`config.mk`:
```
export PLATFORM = sky130hd
export DESIGN_NAME = decode_stage
export DESIGN_NICKNAME = d
export VERILOG_FILES = /design/src/design/mips_decode_pkg.sv /design/src/design/branch_decoder.sv /design/src/design/ctrl_decoder.sv /design/src/design/decode_stage.sv /design/src/design/operand_decoder.sv
export SDC_FILE = /design/constraint.sdc
export NUM_CORES = 1
export LEC_CHECK = 0
export BUFFER_PORTS_ARGS = -buffer_cell sky130_fd_sc_hd__buf_2
export CORE_MARGIN = 10
export CORE_UTILIZATION = 48
export CTS_CLUSTER_SIZE = 8
export DETAILED_ROUTE_END_ITERATION = 7
export PLACE_DENSITY = 0.81
export RECOVER_POWER = 25
export SYNTH_ARGS = -nofsm -noshare
export SYNTH_HDL_FRONTEND = slang
export SYNTH_SLANG_ARGS = --single-unit
```
`constraint.sdc`:
```
create_clock -name clk -period 1.1 [get_ports clk]
set_clock_uncertainty 0.15 [all_clocks]
set_input_delay 0.055 -clock clk [delete_from_list [all_inputs] [get_ports clk]]
set_output_delay 0.055 -clock clk [all_outputs]
set_load 0.005 [all_outputs]
```
`src/design/mips_decode_pkg.sv`:
```
`default_nettype none

package mips_decode_pkg;

    localparam int WORD_W     = 32;
    localparam int REG_ADDR_W = 5;
    localparam int IMM_W      = 16;
    localparam int OPCODE_W   = 6;
    localparam int FUNCT_W    = 6;
    localparam int ALU_OP_W   = 5;
    localparam int BRANCH_W   = 4;

    typedef logic [WORD_W-1:0]     word_t;
    typedef logic [REG_ADDR_W-1:0] reg_addr_t;

    localparam reg_addr_t LINK_REG = 5'd31; // $ra

    // primary opcode, instr[31:26]
    typedef enum logic [OPCODE_W-1:0] {
        OP_SPECIAL = 6'b000000,
        OP_REGIMM  = 6'b000001,
        OP_J       = 6'b000010,
        OP_JAL     = 6'b000011,
        OP_BEQ     = 6'b000100,
        OP_BNE     = 6'b000101,
        OP_BLEZ    = 6'b000110,
        OP_BGTZ    = 6'b000111,
        OP_ADDI    = 6'b001000,
        OP_ADDIU   = 6'b001001,
        OP_SLTI    = 6'b001010,
        OP_SLTIU   = 6'b001011,
        OP_ANDI    = 6'b001100,
        OP_ORI     = 6'b001101,
        OP_XORI    = 6'b001110,
        OP_LUI     = 6'b001111,
        OP_LB      = 6'b100000,
        OP_LH      = 6'b100001,
        OP_LW      = 6'b100011,
        OP_LBU     = 6'b100100,
        OP_LHU     = 6'b100101,
        OP_SB      = 6'b101000,
        OP_SH      = 6'b101001,
        OP_SW      = 6'b101011
    } opcode_e;

    // SPECIAL function field, instr[5:0]
    typedef enum logic [FUNCT_W-1:0] {
        FUN_SLL     = 6'b000000,
        FUN_SRL     = 6'b000010,
        FUN_SRA     = 6'b000011,
        FUN_SLLV    = 6'b000100,
        FUN_SRLV    = 6'b000110,
        FUN_SRAV    = 6'b000111,
        FUN_JR      = 6'b001000,
        FUN_JALR    = 6'b001001,
        FUN_SYSCALL = 6'b001100,
        FUN_BREAK   = 6'b001101,
        FUN_SYNC    = 6'b001111,
        FUN_MFHI    = 6'b010000,
        FUN_MTHI    = 6'b010001,
        FUN_MFLO    = 6'b010010,
        FUN_MTLO    = 6'b010011,
        FUN_MULT    = 6'b011000,
        FUN_MULTU   = 6'b011001,
        FUN_DIV     = 6'b011010,
        FUN_DIVU    = 6'b011011,
        FUN_ADD     = 6'b100000,
        FUN_ADDU    = 6'b100001,
        FUN_SUB     = 6'b100010,
        FUN_SUBU    = 6'b100011,
        FUN_AND     = 6'b100100,
        FUN_OR      = 6'b100101,
        FUN_XOR     = 6'b100110,
        FUN_NOR     = 6'b100111,
        FUN_SLT     = 6'b101010,
        FUN_SLTU    = 6'b101011
    } funct_e;

    // REGIMM branches live in the rt field
    typedef enum logic [REG_ADDR_W-1:0] {
        RT_BLTZ   = 5'b00000,
        RT_BGEZ   = 5'b00001,
        RT_BLTZAL = 5'b10000,
        RT_BGEZAL = 5'b10001
    } regimm_e;

    // encoding order is shared with the test vectors
    typedef enum logic [ALU_OP_W-1:0] {
        ALU_NOP = 5'd0,
        ALU_AND, ALU_OR, ALU_XOR, ALU_NOR,
        ALU_SLT, ALU_SLTU, ALU_ADD, ALU_ADDU, ALU_SUB, ALU_SUBU,
        ALU_SLL, ALU_SLLV, ALU_SRL, ALU_SRLV, ALU_SRA, ALU_SRAV,
        ALU_MULT, ALU_MULTU, ALU_DIV, ALU_DIVU,
        ALU_MFHI, ALU_MFLO, ALU_MTHI, ALU_MTLO,
        ALU_LUI
    } alu_op_e;

    typedef enum logic [BRANCH_W-1:0] {
        BT_NONE = 4'd0,
        BT_J,
        BT_JREG,   // target from rs
        BT_BEQ,
        BT_BNE,
        BT_BGTZ,
        BT_BLEZ,
        BT_BGEZ,
        BT_BLTZ
    } branch_type_e;

endpackage

`default_nettype wire

```
`src/design/branch_decoder.sv`:
```
`timescale 1ns/1ps
`default_nettype none

module branch_decoder (
    input  mips_decode_pkg::opcode_e      opcode,
    input  mips_decode_pkg::funct_e       funct,
    input  mips_decode_pkg::reg_addr_t    rt,
    output mips_decode_pkg::branch_type_e branch_type,
    output logic                          is_link_pc8
);
    import mips_decode_pkg::*;

    always_comb begin
        branch_type = BT_NONE;
        is_link_pc8 = 1'b0;
        case (opcode)
            OP_SPECIAL: begin
                if (funct == FUN_JR || funct == FUN_JALR) begin
                    branch_type = BT_JREG;
                    is_link_pc8 = (funct == FUN_JALR);
                end
            end
            OP_J:    branch_type = BT_J;
            OP_JAL: begin
                branch_type = BT_J;
                is_link_pc8 = 1'b1; // $ra <= pc+8
            end
            OP_BEQ:  branch_type = BT_BEQ;
            OP_BNE:  branch_type = BT_BNE;
            OP_BGTZ: branch_type = BT_BGTZ;
            OP_BLEZ: branch_type = BT_BLEZ;
            OP_REGIMM: begin
                case (rt)
                    RT_BGEZ:   branch_type = BT_BGEZ;
                    RT_BLTZ:   branch_type = BT_BLTZ;
                    RT_BGEZAL: begin
                        branch_type = BT_BGEZ;
                        is_link_pc8 = 1'b1;
                    end
                    RT_BLTZAL: begin
                        branch_type = BT_BLTZ;
                        is_link_pc8 = 1'b1;
                    end
                    default: ;
                endcase
            end
            default: ;
        endcase
    end

endmodule

`default_nettype wire

```
`src/design/ctrl_decoder.sv`:
```
`timescale 1ns/1ps
`default_nettype none

module ctrl_decoder (
    input  mips_decode_pkg::opcode_e   opcode,
    input  mips_decode_pkg::funct_e    funct,
    input  mips_decode_pkg::reg_addr_t rt,
    output mips_decode_pkg::alu_op_e   alu_op,
    output logic                       read_rs,
    output logic                       read_rt,
    output logic                       reg_write,
    output logic                       hilo_read,
    output logic                       hilo_write,
    output logic                       mem_en,
    output logic                       mem_read,
    output logic                       mem_write,
    output logic                       may_flush,
    output logic                       syscall_inst,
    output logic                       break_inst,
    output logic                       undefined_inst
);
    import mips_decode_pkg::*;

    function automatic alu_op_e special_alu_op(input funct_e f);
        case (f)
            FUN_AND:   return ALU_AND;
            FUN_OR:    return ALU_OR;
            FUN_XOR:   return ALU_XOR;
            FUN_NOR:   return ALU_NOR;
            FUN_SLT:   return ALU_SLT;
            FUN_SLTU:  return ALU_SLTU;
            FUN_ADD:   return ALU_ADD;
            FUN_ADDU:  return ALU_ADDU;
            FUN_SUB:   return ALU_SUB;
            FUN_SUBU:  return ALU_SUBU;
            FUN_SLL:   return ALU_SLL;
            FUN_SLLV:  return ALU_SLLV;
            FUN_SRL:   return ALU_SRL;
            FUN_SRLV:  return ALU_SRLV;
            FUN_SRA:   return ALU_SRA;
            FUN_SRAV:  return ALU_SRAV;
            FUN_MULT:  return ALU_MULT;
            FUN_MULTU: return ALU_MULTU;
            FUN_DIV:   return ALU_DIV;
            FUN_DIVU:  return ALU_DIVU;
            FUN_MFHI:  return ALU_MFHI;
            FUN_MFLO:  return ALU_MFLO;
            FUN_MTHI:  return ALU_MTHI;
            FUN_MTLO:  return ALU_MTLO;
            default:   return ALU_NOP; // jumps, traps to kernel, sync
        endcase
    endfunction

    // immediate forms reuse the register-register ops
    function automatic alu_op_e imm_alu_op(input opcode_e op);
        case (op)
            OP_ADDI:  return ALU_ADD;
            OP_ADDIU: return ALU_ADDU;
            OP_SLTI:  return ALU_SLT;
            OP_SLTIU: return ALU_SLTU;
            OP_ANDI:  return ALU_AND;
            OP_ORI:   return ALU_OR;
            OP_XORI:  return ALU_XOR;
            OP_LUI:   return ALU_LUI;
            default:  return ALU_NOP;
        endcase
    endfunction

    always_comb begin
        alu_op         = ALU_NOP;
        read_rs        = 1'b0;
        read_rt        = 1'b0;
        reg_write      = 1'b0;
        hilo_read      = 1'b0;
        hilo_write     = 1'b0;
        mem_en         = 1'b0;
        mem_read       = 1'b0;
        mem_write      = 1'b0;
        may_flush      = 1'b0;
        syscall_inst   = 1'b0;
        break_inst     = 1'b0;
        undefined_inst = 1'b0;
        case (opcode)
            OP_SPECIAL: begin
                case (funct)
                    FUN_AND, FUN_OR, FUN_XOR, FUN_NOR, FUN_SLT, FUN_SLTU,
                    FUN_ADD, FUN_ADDU, FUN_SUB, FUN_SUBU,
                    FUN_SLLV, FUN_SRLV, FUN_SRAV: begin
                        alu_op    = special_alu_op(funct);
                        read_rs   = 1'b1;
                        read_rt   = 1'b1;
                        reg_write = 1'b1;
                    end
                    FUN_SLL, FUN_SRL, FUN_SRA: begin // shift by shamt
                        alu_op    = special_alu_op(funct);
                        read_rt   = 1'b1;
                        reg_write = 1'b1;
                    end
                    FUN_MULT, FUN_MULTU, FUN_DIV, FUN_DIVU: begin
                        alu_op     = special_alu_op(funct);
                        read_rs    = 1'b1;
                        read_rt    = 1'b1;
                        hilo_write = 1'b1;
                    end
                    FUN_MFHI, FUN_MFLO: begin
                        alu_op    = special_alu_op(funct);
                        hilo_read = 1'b1;
                        reg_write = 1'b1;
                    end
                    FUN_MTHI, FUN_MTLO: begin
                        alu_op     = special_alu_op(funct);
                        read_rs    = 1'b1;
                        hilo_write = 1'b1;
                    end
                    FUN_JR: begin
                        read_rs   = 1'b1;
                        may_flush = 1'b1;
                    end
                    FUN_JALR: begin
                        read_rs   = 1'b1;
                        reg_write = 1'b1; // rd <= pc+8
                        may_flush = 1'b1;
                    end
                    FUN_SYSCALL: begin
                        syscall_inst = 1'b1;
                        may_flush    = 1'b1;
                    end
                    FUN_BREAK: begin
                        break_inst = 1'b1;
                        may_flush  = 1'b1;
                    end
                    FUN_SYNC:  may_flush = 1'b1;
                    default:   undefined_inst = 1'b1;
                endcase
            end
            OP_LB, OP_LH, OP_LW, OP_LBU, OP_LHU: begin
                mem_en    = 1'b1;
                mem_read  = 1'b1;
                read_rs   = 1'b1;
                reg_write = 1'b1;
            end
            OP_SB, OP_SH, OP_SW: begin
                mem_en    = 1'b1;
                mem_write = 1'b1;
                read_rs   = 1'b1;
                read_rt   = 1'b1; // store data
            end
            OP_ADDI, OP_ADDIU, OP_SLTI, OP_SLTIU,
            OP_ANDI, OP_ORI, OP_XORI, OP_LUI: begin
                alu_op    = imm_alu_op(opcode);
                read_rs   = 1'b1;
                reg_write = 1'b1;
            end
            OP_J:   may_flush = 1'b1;
            OP_JAL: begin
                reg_write = 1'b1;
                may_flush = 1'b1;
            end
            OP_BEQ, OP_BNE, OP_BGTZ, OP_BLEZ: begin
                read_rs   = 1'b1;
                read_rt   = 1'b1;
                may_flush = 1'b1;
            end
            OP_REGIMM: begin
                case (rt)
                    RT_BLTZ, RT_BGEZ: begin
                        read_rs   = 1'b1;
                        may_flush = 1'b1;
                    end
                    RT_BLTZAL, RT_BGEZAL: begin
                        read_rs   = 1'b1;
                        read_rt   = 1'b1;
                        reg_write = 1'b1;
                        may_flush = 1'b1;
                    end
                    default: undefined_inst = 1'b1;
                endcase
            end
            default: undefined_inst = 1'b1;
        endcase
    end

endmodule

`default_nettype wire

```
`src/design/decode_stage.sv`:
```
`timescale 1ns/1ps
`default_nettype none

module decode_stage (
    input  logic                          clk,
    input  logic                          arst_n,
    input  logic                          in_valid,
    input  mips_decode_pkg::word_t        instr,
    output logic                          out_valid,
    output mips_decode_pkg::reg_addr_t    rs,
    output mips_decode_pkg::reg_addr_t    rt,
    output mips_decode_pkg::reg_addr_t    reg_waddr,
    output mips_decode_pkg::alu_op_e      alu_op,
    output logic                          read_rs,
    output logic                          read_rt,
    output logic                          reg_write,
    output logic                          hilo_read,
    output logic                          hilo_write,
    output logic                          mem_en,
    output logic                          mem_read,
    output logic                          mem_write,
    output logic                          may_flush,
    output logic                          syscall_inst,
    output logic                          break_inst,
    output logic                          undefined_inst,
    output mips_decode_pkg::branch_type_e branch_type,
    output logic                          is_link_pc8,
    output mips_decode_pkg::word_t        imm_value,
    output mips_decode_pkg::word_t        shamt_value
);
    import mips_decode_pkg::*;

    opcode_e               in_opcode;
    funct_e                in_funct;
    reg_addr_t             in_rs;
    reg_addr_t             in_rt;
    reg_addr_t             in_rd;
    reg_addr_t             in_shamt;
    logic [IMM_W-1:0]      in_imm;
    alu_op_e               dec_alu_op;
    logic [11:0]           dec_flags;
    branch_type_e          dec_branch_type;
    logic                  dec_link;
    reg_addr_t             dec_waddr;
    word_t                 dec_imm;
    word_t                 dec_shamt;

    // field split
    assign in_opcode = opcode_e'(instr[31:26]);
    assign in_rs     = instr[25:21];
    assign in_rt     = instr[20:16];
    assign in_rd     = instr[15:11];
    assign in_shamt  = instr[10:6];
    assign in_funct  = funct_e'(instr[5:0]);
    assign in_imm    = instr[IMM_W-1:0];

    ctrl_decoder u_ctrl_decoder (
        .opcode         (in_opcode),
        .funct          (in_funct),
        .rt             (in_rt),
        .alu_op         (dec_alu_op),
        .read_rs        (dec_flags[11]),
        .read_rt        (dec_flags[10]),
        .reg_write      (dec_flags[9]),
        .hilo_read      (dec_flags[8]),
        .hilo_write     (dec_flags[7]),
        .mem_en         (dec_flags[6]),
        .mem_read       (dec_flags[5]),
        .mem_write      (dec_flags[4]),
        .may_flush      (dec_flags[3]),
        .syscall_inst   (dec_flags[2]),
        .break_inst     (dec_flags[1]),
        .undefined_inst (dec_flags[0])
    );

    branch_decoder u_branch_decoder (
        .opcode      (in_opcode),
        .funct       (in_funct),
        .rt          (in_rt),
        .branch_type (dec_branch_type),
        .is_link_pc8 (dec_link)
    );

    operand_decoder u_operand_decoder (
        .opcode      (in_opcode),
        .rt          (in_rt),
        .rd          (in_rd),
        .shamt       (in_shamt),
        .imm         (in_imm),
        .reg_waddr   (dec_waddr),
        .imm_value   (dec_imm),
        .shamt_value (dec_shamt)
    );

    // control side, cleared whenever no instruction was sampled
    always_ff @(posedge clk or negedge arst_n) begin
        if (!arst_n) begin
            out_valid   <= 1'b0;
            alu_op      <= ALU_NOP;
            branch_type <= BT_NONE;
            is_link_pc8 <= 1'b0;
            {read_rs, read_rt, reg_write, hilo_read, hilo_write, mem_en, mem_read,
             mem_write, may_flush, syscall_inst, break_inst, undefined_inst} <= '0;
        end else begin
            out_valid   <= in_valid;
            alu_op      <= in_valid ? dec_alu_op : ALU_NOP;
            branch_type <= in_valid ? dec_branch_type : BT_NONE;
            is_link_pc8 <= in_valid & dec_link;
            {read_rs, read_rt, reg_write, hilo_read, hilo_write, mem_en, mem_read,
             mem_write, may_flush, syscall_inst, break_inst, undefined_inst}
                <= in_valid ? dec_flags : '0;
        end
    end

    // payload fields, only loaded with a valid instruction
    always_ff @(posedge clk) begin
        if (in_valid) begin
            rs          <= in_rs;
            rt          <= in_rt;
            reg_waddr   <= dec_waddr;
            imm_value   <= dec_imm;
            shamt_value <= dec_shamt;
        end
    end

endmodule

`default_nettype wire

```
`src/design/operand_decoder.sv`:
```
`timescale 1ns/1ps
`default_nettype none

module operand_decoder (
    input  mips_decode_pkg::opcode_e          opcode,
    input  mips_decode_pkg::reg_addr_t        rt,
    input  mips_decode_pkg::reg_addr_t        rd,
    input  mips_decode_pkg::reg_addr_t        shamt,
    input  logic [mips_decode_pkg::IMM_W-1:0] imm,
    output mips_decode_pkg::reg_addr_t        reg_waddr,
    output mips_decode_pkg::word_t            imm_value,
    output mips_decode_pkg::word_t            shamt_value
);
    import mips_decode_pkg::*;

    logic zero_ext;

    // andi, ori, xori, lui all have opcode[3:2] == 2'b11
    assign zero_ext    = (opcode[3:2] == 2'b11);
    assign imm_value   = zero_ext ? {{(WORD_W-IMM_W){1'b0}}, imm}
                                  : {{(WORD_W-IMM_W){imm[IMM_W-1]}}, imm};
    assign shamt_value = {{(WORD_W-REG_ADDR_W){1'b0}}, shamt};

    always_comb begin
        reg_waddr = rd;
        case (opcode)
            OP_LB, OP_LH, OP_LW, OP_LBU, OP_LHU,
            OP_ADDI, OP_ADDIU, OP_SLTI, OP_SLTIU,
            OP_ANDI, OP_ORI, OP_XORI, OP_LUI: begin
                reg_waddr = rt; // i-type destination
            end
            OP_JAL: reg_waddr = LINK_REG;
            OP_REGIMM: begin
                // linking branches only, plain ones keep rd
                if (rt == RT_BGEZAL || rt == RT_BLTZAL) begin
                    reg_waddr = LINK_REG;
                end
            end
            default: ;
        endcase
    end

endmodule

`default_nettype wire

```
==> impl_metrics.yaml <==
status:
  outcome: "complete, but fails checks"
  violations: "design-rule violations, negative hold slack, negative setup slack"
yosys:
  synth_edf_count: 32
  yosysWarnings: 0
  synth-seq-cells: 55
  yosysSeqAreaShare_pct: 48.5
  synth_compound_area_share_pct: 14.3
  synthMuxAreaShare_pct: 0.672
  synth_top_family_by_area: "simple AND/OR/NAND/NOR gates"
  synthFlopType: "edfxtp_1"
  synthAdderAreaFrac_pct: 4.74
  synth.area.top_cells: "edfxtp_1 (30%), dfrtp_1 (18%), buf_4 (11%), ha_1 (4.7%), nor3_1 (1.7%)"
  syn-cell-area_um2: 3170
  synth-xor-area-share_pct: 0.553
  ys_types: 58
  synthSimpleGateAreaFrac_pct: 16.2
  syn_inst: 290
  synth_top_area_share_pct: 30.3
  ys_async_sr_fraction_pct: 41.8
  syn_avg_cell_area_um2: 10.9
  synth_area_leader_cell: "edfxtp_1"
cells_and_area:
  n_antenna_cell: 0
  nNetsFinal: 535
  design_area_um2: 5270
  stdcell_count: 566
  final_common_cell: "buf_2"
  syn_to_final_growth_pct: 66.3
  final_cell_mix: "buf_2 (87), buf_4 (74), buf_6 (33)"
  drive_above_1_share_pct: 56.6
flow_run:
  max_cap_violations: 0
routing:
  met1_length_um: 4740
  wl_met2_um: 6190
  routed_wl_um: 13000
  wl_per_cell_um: 22.9
  vias: 3356
  post_drt_via_cell_ratio: 5.93
  ant_nets: 0
  drc: 2
  drtIter0Drc: 487
  dr_wl_met3_um: 1370
  maxUsedRoutingLayer: "met4"
  first_pass_iters: 8
floorplanning:
  core_area_um2: 6390
  ios: 137
  die_h_um: 101
  num_rows: 29
  die_width_um: 101
  dieArea_um2: 10200
  start_util_pct: 49.6
power_and_ir_drop:
  pwr-share-comb_pct: 28.0
  power.switching_w: 0.00148
  power_density_nw_per_um2: 989
  pwr-share-clk_pct: 26.7
  ir_drop_uv: 841
  fin_total_pwr_w: 0.00521
  leakage_nw: 2.39
  p_int_w: 0.00373
  seq_power_share_pct: 45.3
  p_sw_share_pct: 28.4
critical_path:
  path_class: "in2reg"
  path_max_fanout: 4
  required_ns: 1.14
  critical_path_arrival_ns: 1.80
  crit_path_start_kind: "input pin"
  endpoint_kind: "flip-flop"
global_routing:
  grt_max_degree: 34
  grt_pass1_wl_um: 18300
  grt_overflow: 0
  antenna_found_initial: 0
  grt.total_usage_pct: 22.3
  grt_pass1_vias: 3323
clock_network:
  cts_tree: "built"
  cts-root-buf: "clkbuf_8"
  cts_buffers: 5
  clockBufferDepth: 2
  clkSlewWorstSetupHoldPaths_ns: 0.11
  clock_sinks: 55
  htree_levels: 2
sta:
  fmax_mhz: 568
  period_share_pct: 160
  finalHoldViolCount: 1
  max-slew-margin-rel_pct: 63.2
  tightest_slew_ns: 0.538
  worst_slack_ns: -0.659
  setup_viol_count_final: 74
  hold_ws_ns: -0.0869
  final_max_slew_viol_count: 0
  rsz0062_at_grt: "true"
  fin_crit_ns: 1.76
place:
  place_ws_ns: -1.05
  placedCellCount: 513
  gp_congestion: 0.928
  dpl_cell_area_um2: 4250
  io_buffers: 109
  dp_hpwl_um: 7500
min_path:
  hold_class: "in2reg"
  holdPathEnd: "reg_waddr[0]"
  min-delay-start: "instr[16]"
  holdPathStages: 2
worst max-delay path: stages:
cell	delay, ns
buf_12	0.10
inv_8	0.04
ha_4	0.14
or4_4	0.52
buf_4	0.15
buf_6	0.13
a222oi_1	0.48
o22ai_2	0.18
through the flow:
step / utilization [%] / setup TNS [ns]
floorplan: - / -10.26
global placement: 66.5 / -18.44
detailed placement: 66.5 / -19.63
CTS: 78.9 / -10.66
global route: 82.5 / -14.00
finish: 82.5 / -12.46
cells by family (layout without fill, tap and decap cells):
kind of cell / after synthesis / count (layout)
and+or+nand+nor: 85 / 85
buffers and inverters: 74 / 247
AOI/OAI and AO/OA: 59 / 59
DFF: 55 / 55
adders and majority gates: 12 / 12
xor gates and xnor gates: 2 / 2
muxes: 2 / 2
other: 1 / 27
synth_stat cells, types with 2 or more instances:
cell and number:
a32oi_1 2, nor4b_1 4, or2_2 2, a221o_1 5
inv_1 11, clkbuf_1 10, nand2b_1 8, buf_4 47
dfrtp_1 23, nand2_1 11, and3_1 2, a32o_1 2
nand3b_1 2, nor3_1 11, and2_1 3, a2111oi_0 3
nor3b_1 2, o21bai_1 2, xor2_1 2, nor2_1 10
buf_6 2, or3_1 3, buf_2 4, edfxtp_1 32
nor2b_1 7, o21ai_0 7, o22ai_1 3, a31oi_1 2
a21oi_1 10, and4_1 2, a211oi_1 6, o31ai_1 2
o32ai_1 4, ha_1 12, nand3_1 2, nor4_1 8
cell type report:
| class | count | area, µm² |
|---|---|---|
| fillers | 336 | 1120 |
| inverters | 11 | 81.3 |
| well taps | 77 | 96.3 |
| repair buffers | 228 | 1740 |
| clock inverters | 2 | 37.5 |
| flip-flops and latches | 55 | 1540 |
| clock buffers | 6 | 72.6 |
| multi-input cells | 187 | 1700 |
flip-flops by register name, summed over array words and instances (netlist names):
register        count
branch_type         4
hilo_write          1
rs                  5
read_rs             1
mem_write           1
break_inst          1
mem_en              1
hilo_read           1
reg_waddr           5
alu_op              5
imm_value          17
syscall_inst        1
undefined_inst      1
may_flush           1
is_link_pc8         1
out_valid           1
rt                  5
reg_write           1
mem_read            1
read_rt             1
metal layers:
layer  global-route usage, %  vias up
met4                    8.79        0
met1                    25.9     1571
met2                    39.1      317
met3                    4.63       73
met5                       0        -
li1                        -     1395
worst max-delay path by stage:
stage,startpoint,cells past startpoint,end,slack [ns]
after detailed placement,instr[26],7,reg_waddr[3],-1.05
after floorplan,instr[27],7,reg_waddr[0],-0.85
final,instr[26],8,read_rt,-0.66
after global placement,instr[26],7,reg_waddr[0],-1.0
after CTS,instr[26],7,reg_waddr[3],-0.64
after global routing,instr[26],8,read_rt,-0.67
power groups by stage:
stage          clock network, W  logic, W  registers (W)
4_1_cts                 0.00138   0.00129        0.00235
3_5_place_dp                  0   0.00102        0.00240
6_report                0.00139   0.00146        0.00236
5_1_grt                 0.00145   0.00153        0.00237
2_1_floorplan                 0  0.000563        0.00242
3_3_place_gp                  0  0.000992        0.00239
repair_timing:
item | in CTS | in global routing
pin swaps | 23 | 34
hold endpoints to repair | 59 | 2
buffers inserted | 7 | 14
resized for setup | 76 | 42
endpoints found under the setup margin | 43 | 46
hold buffers | 26 | 1
Power figures use the tool's default switching activity.
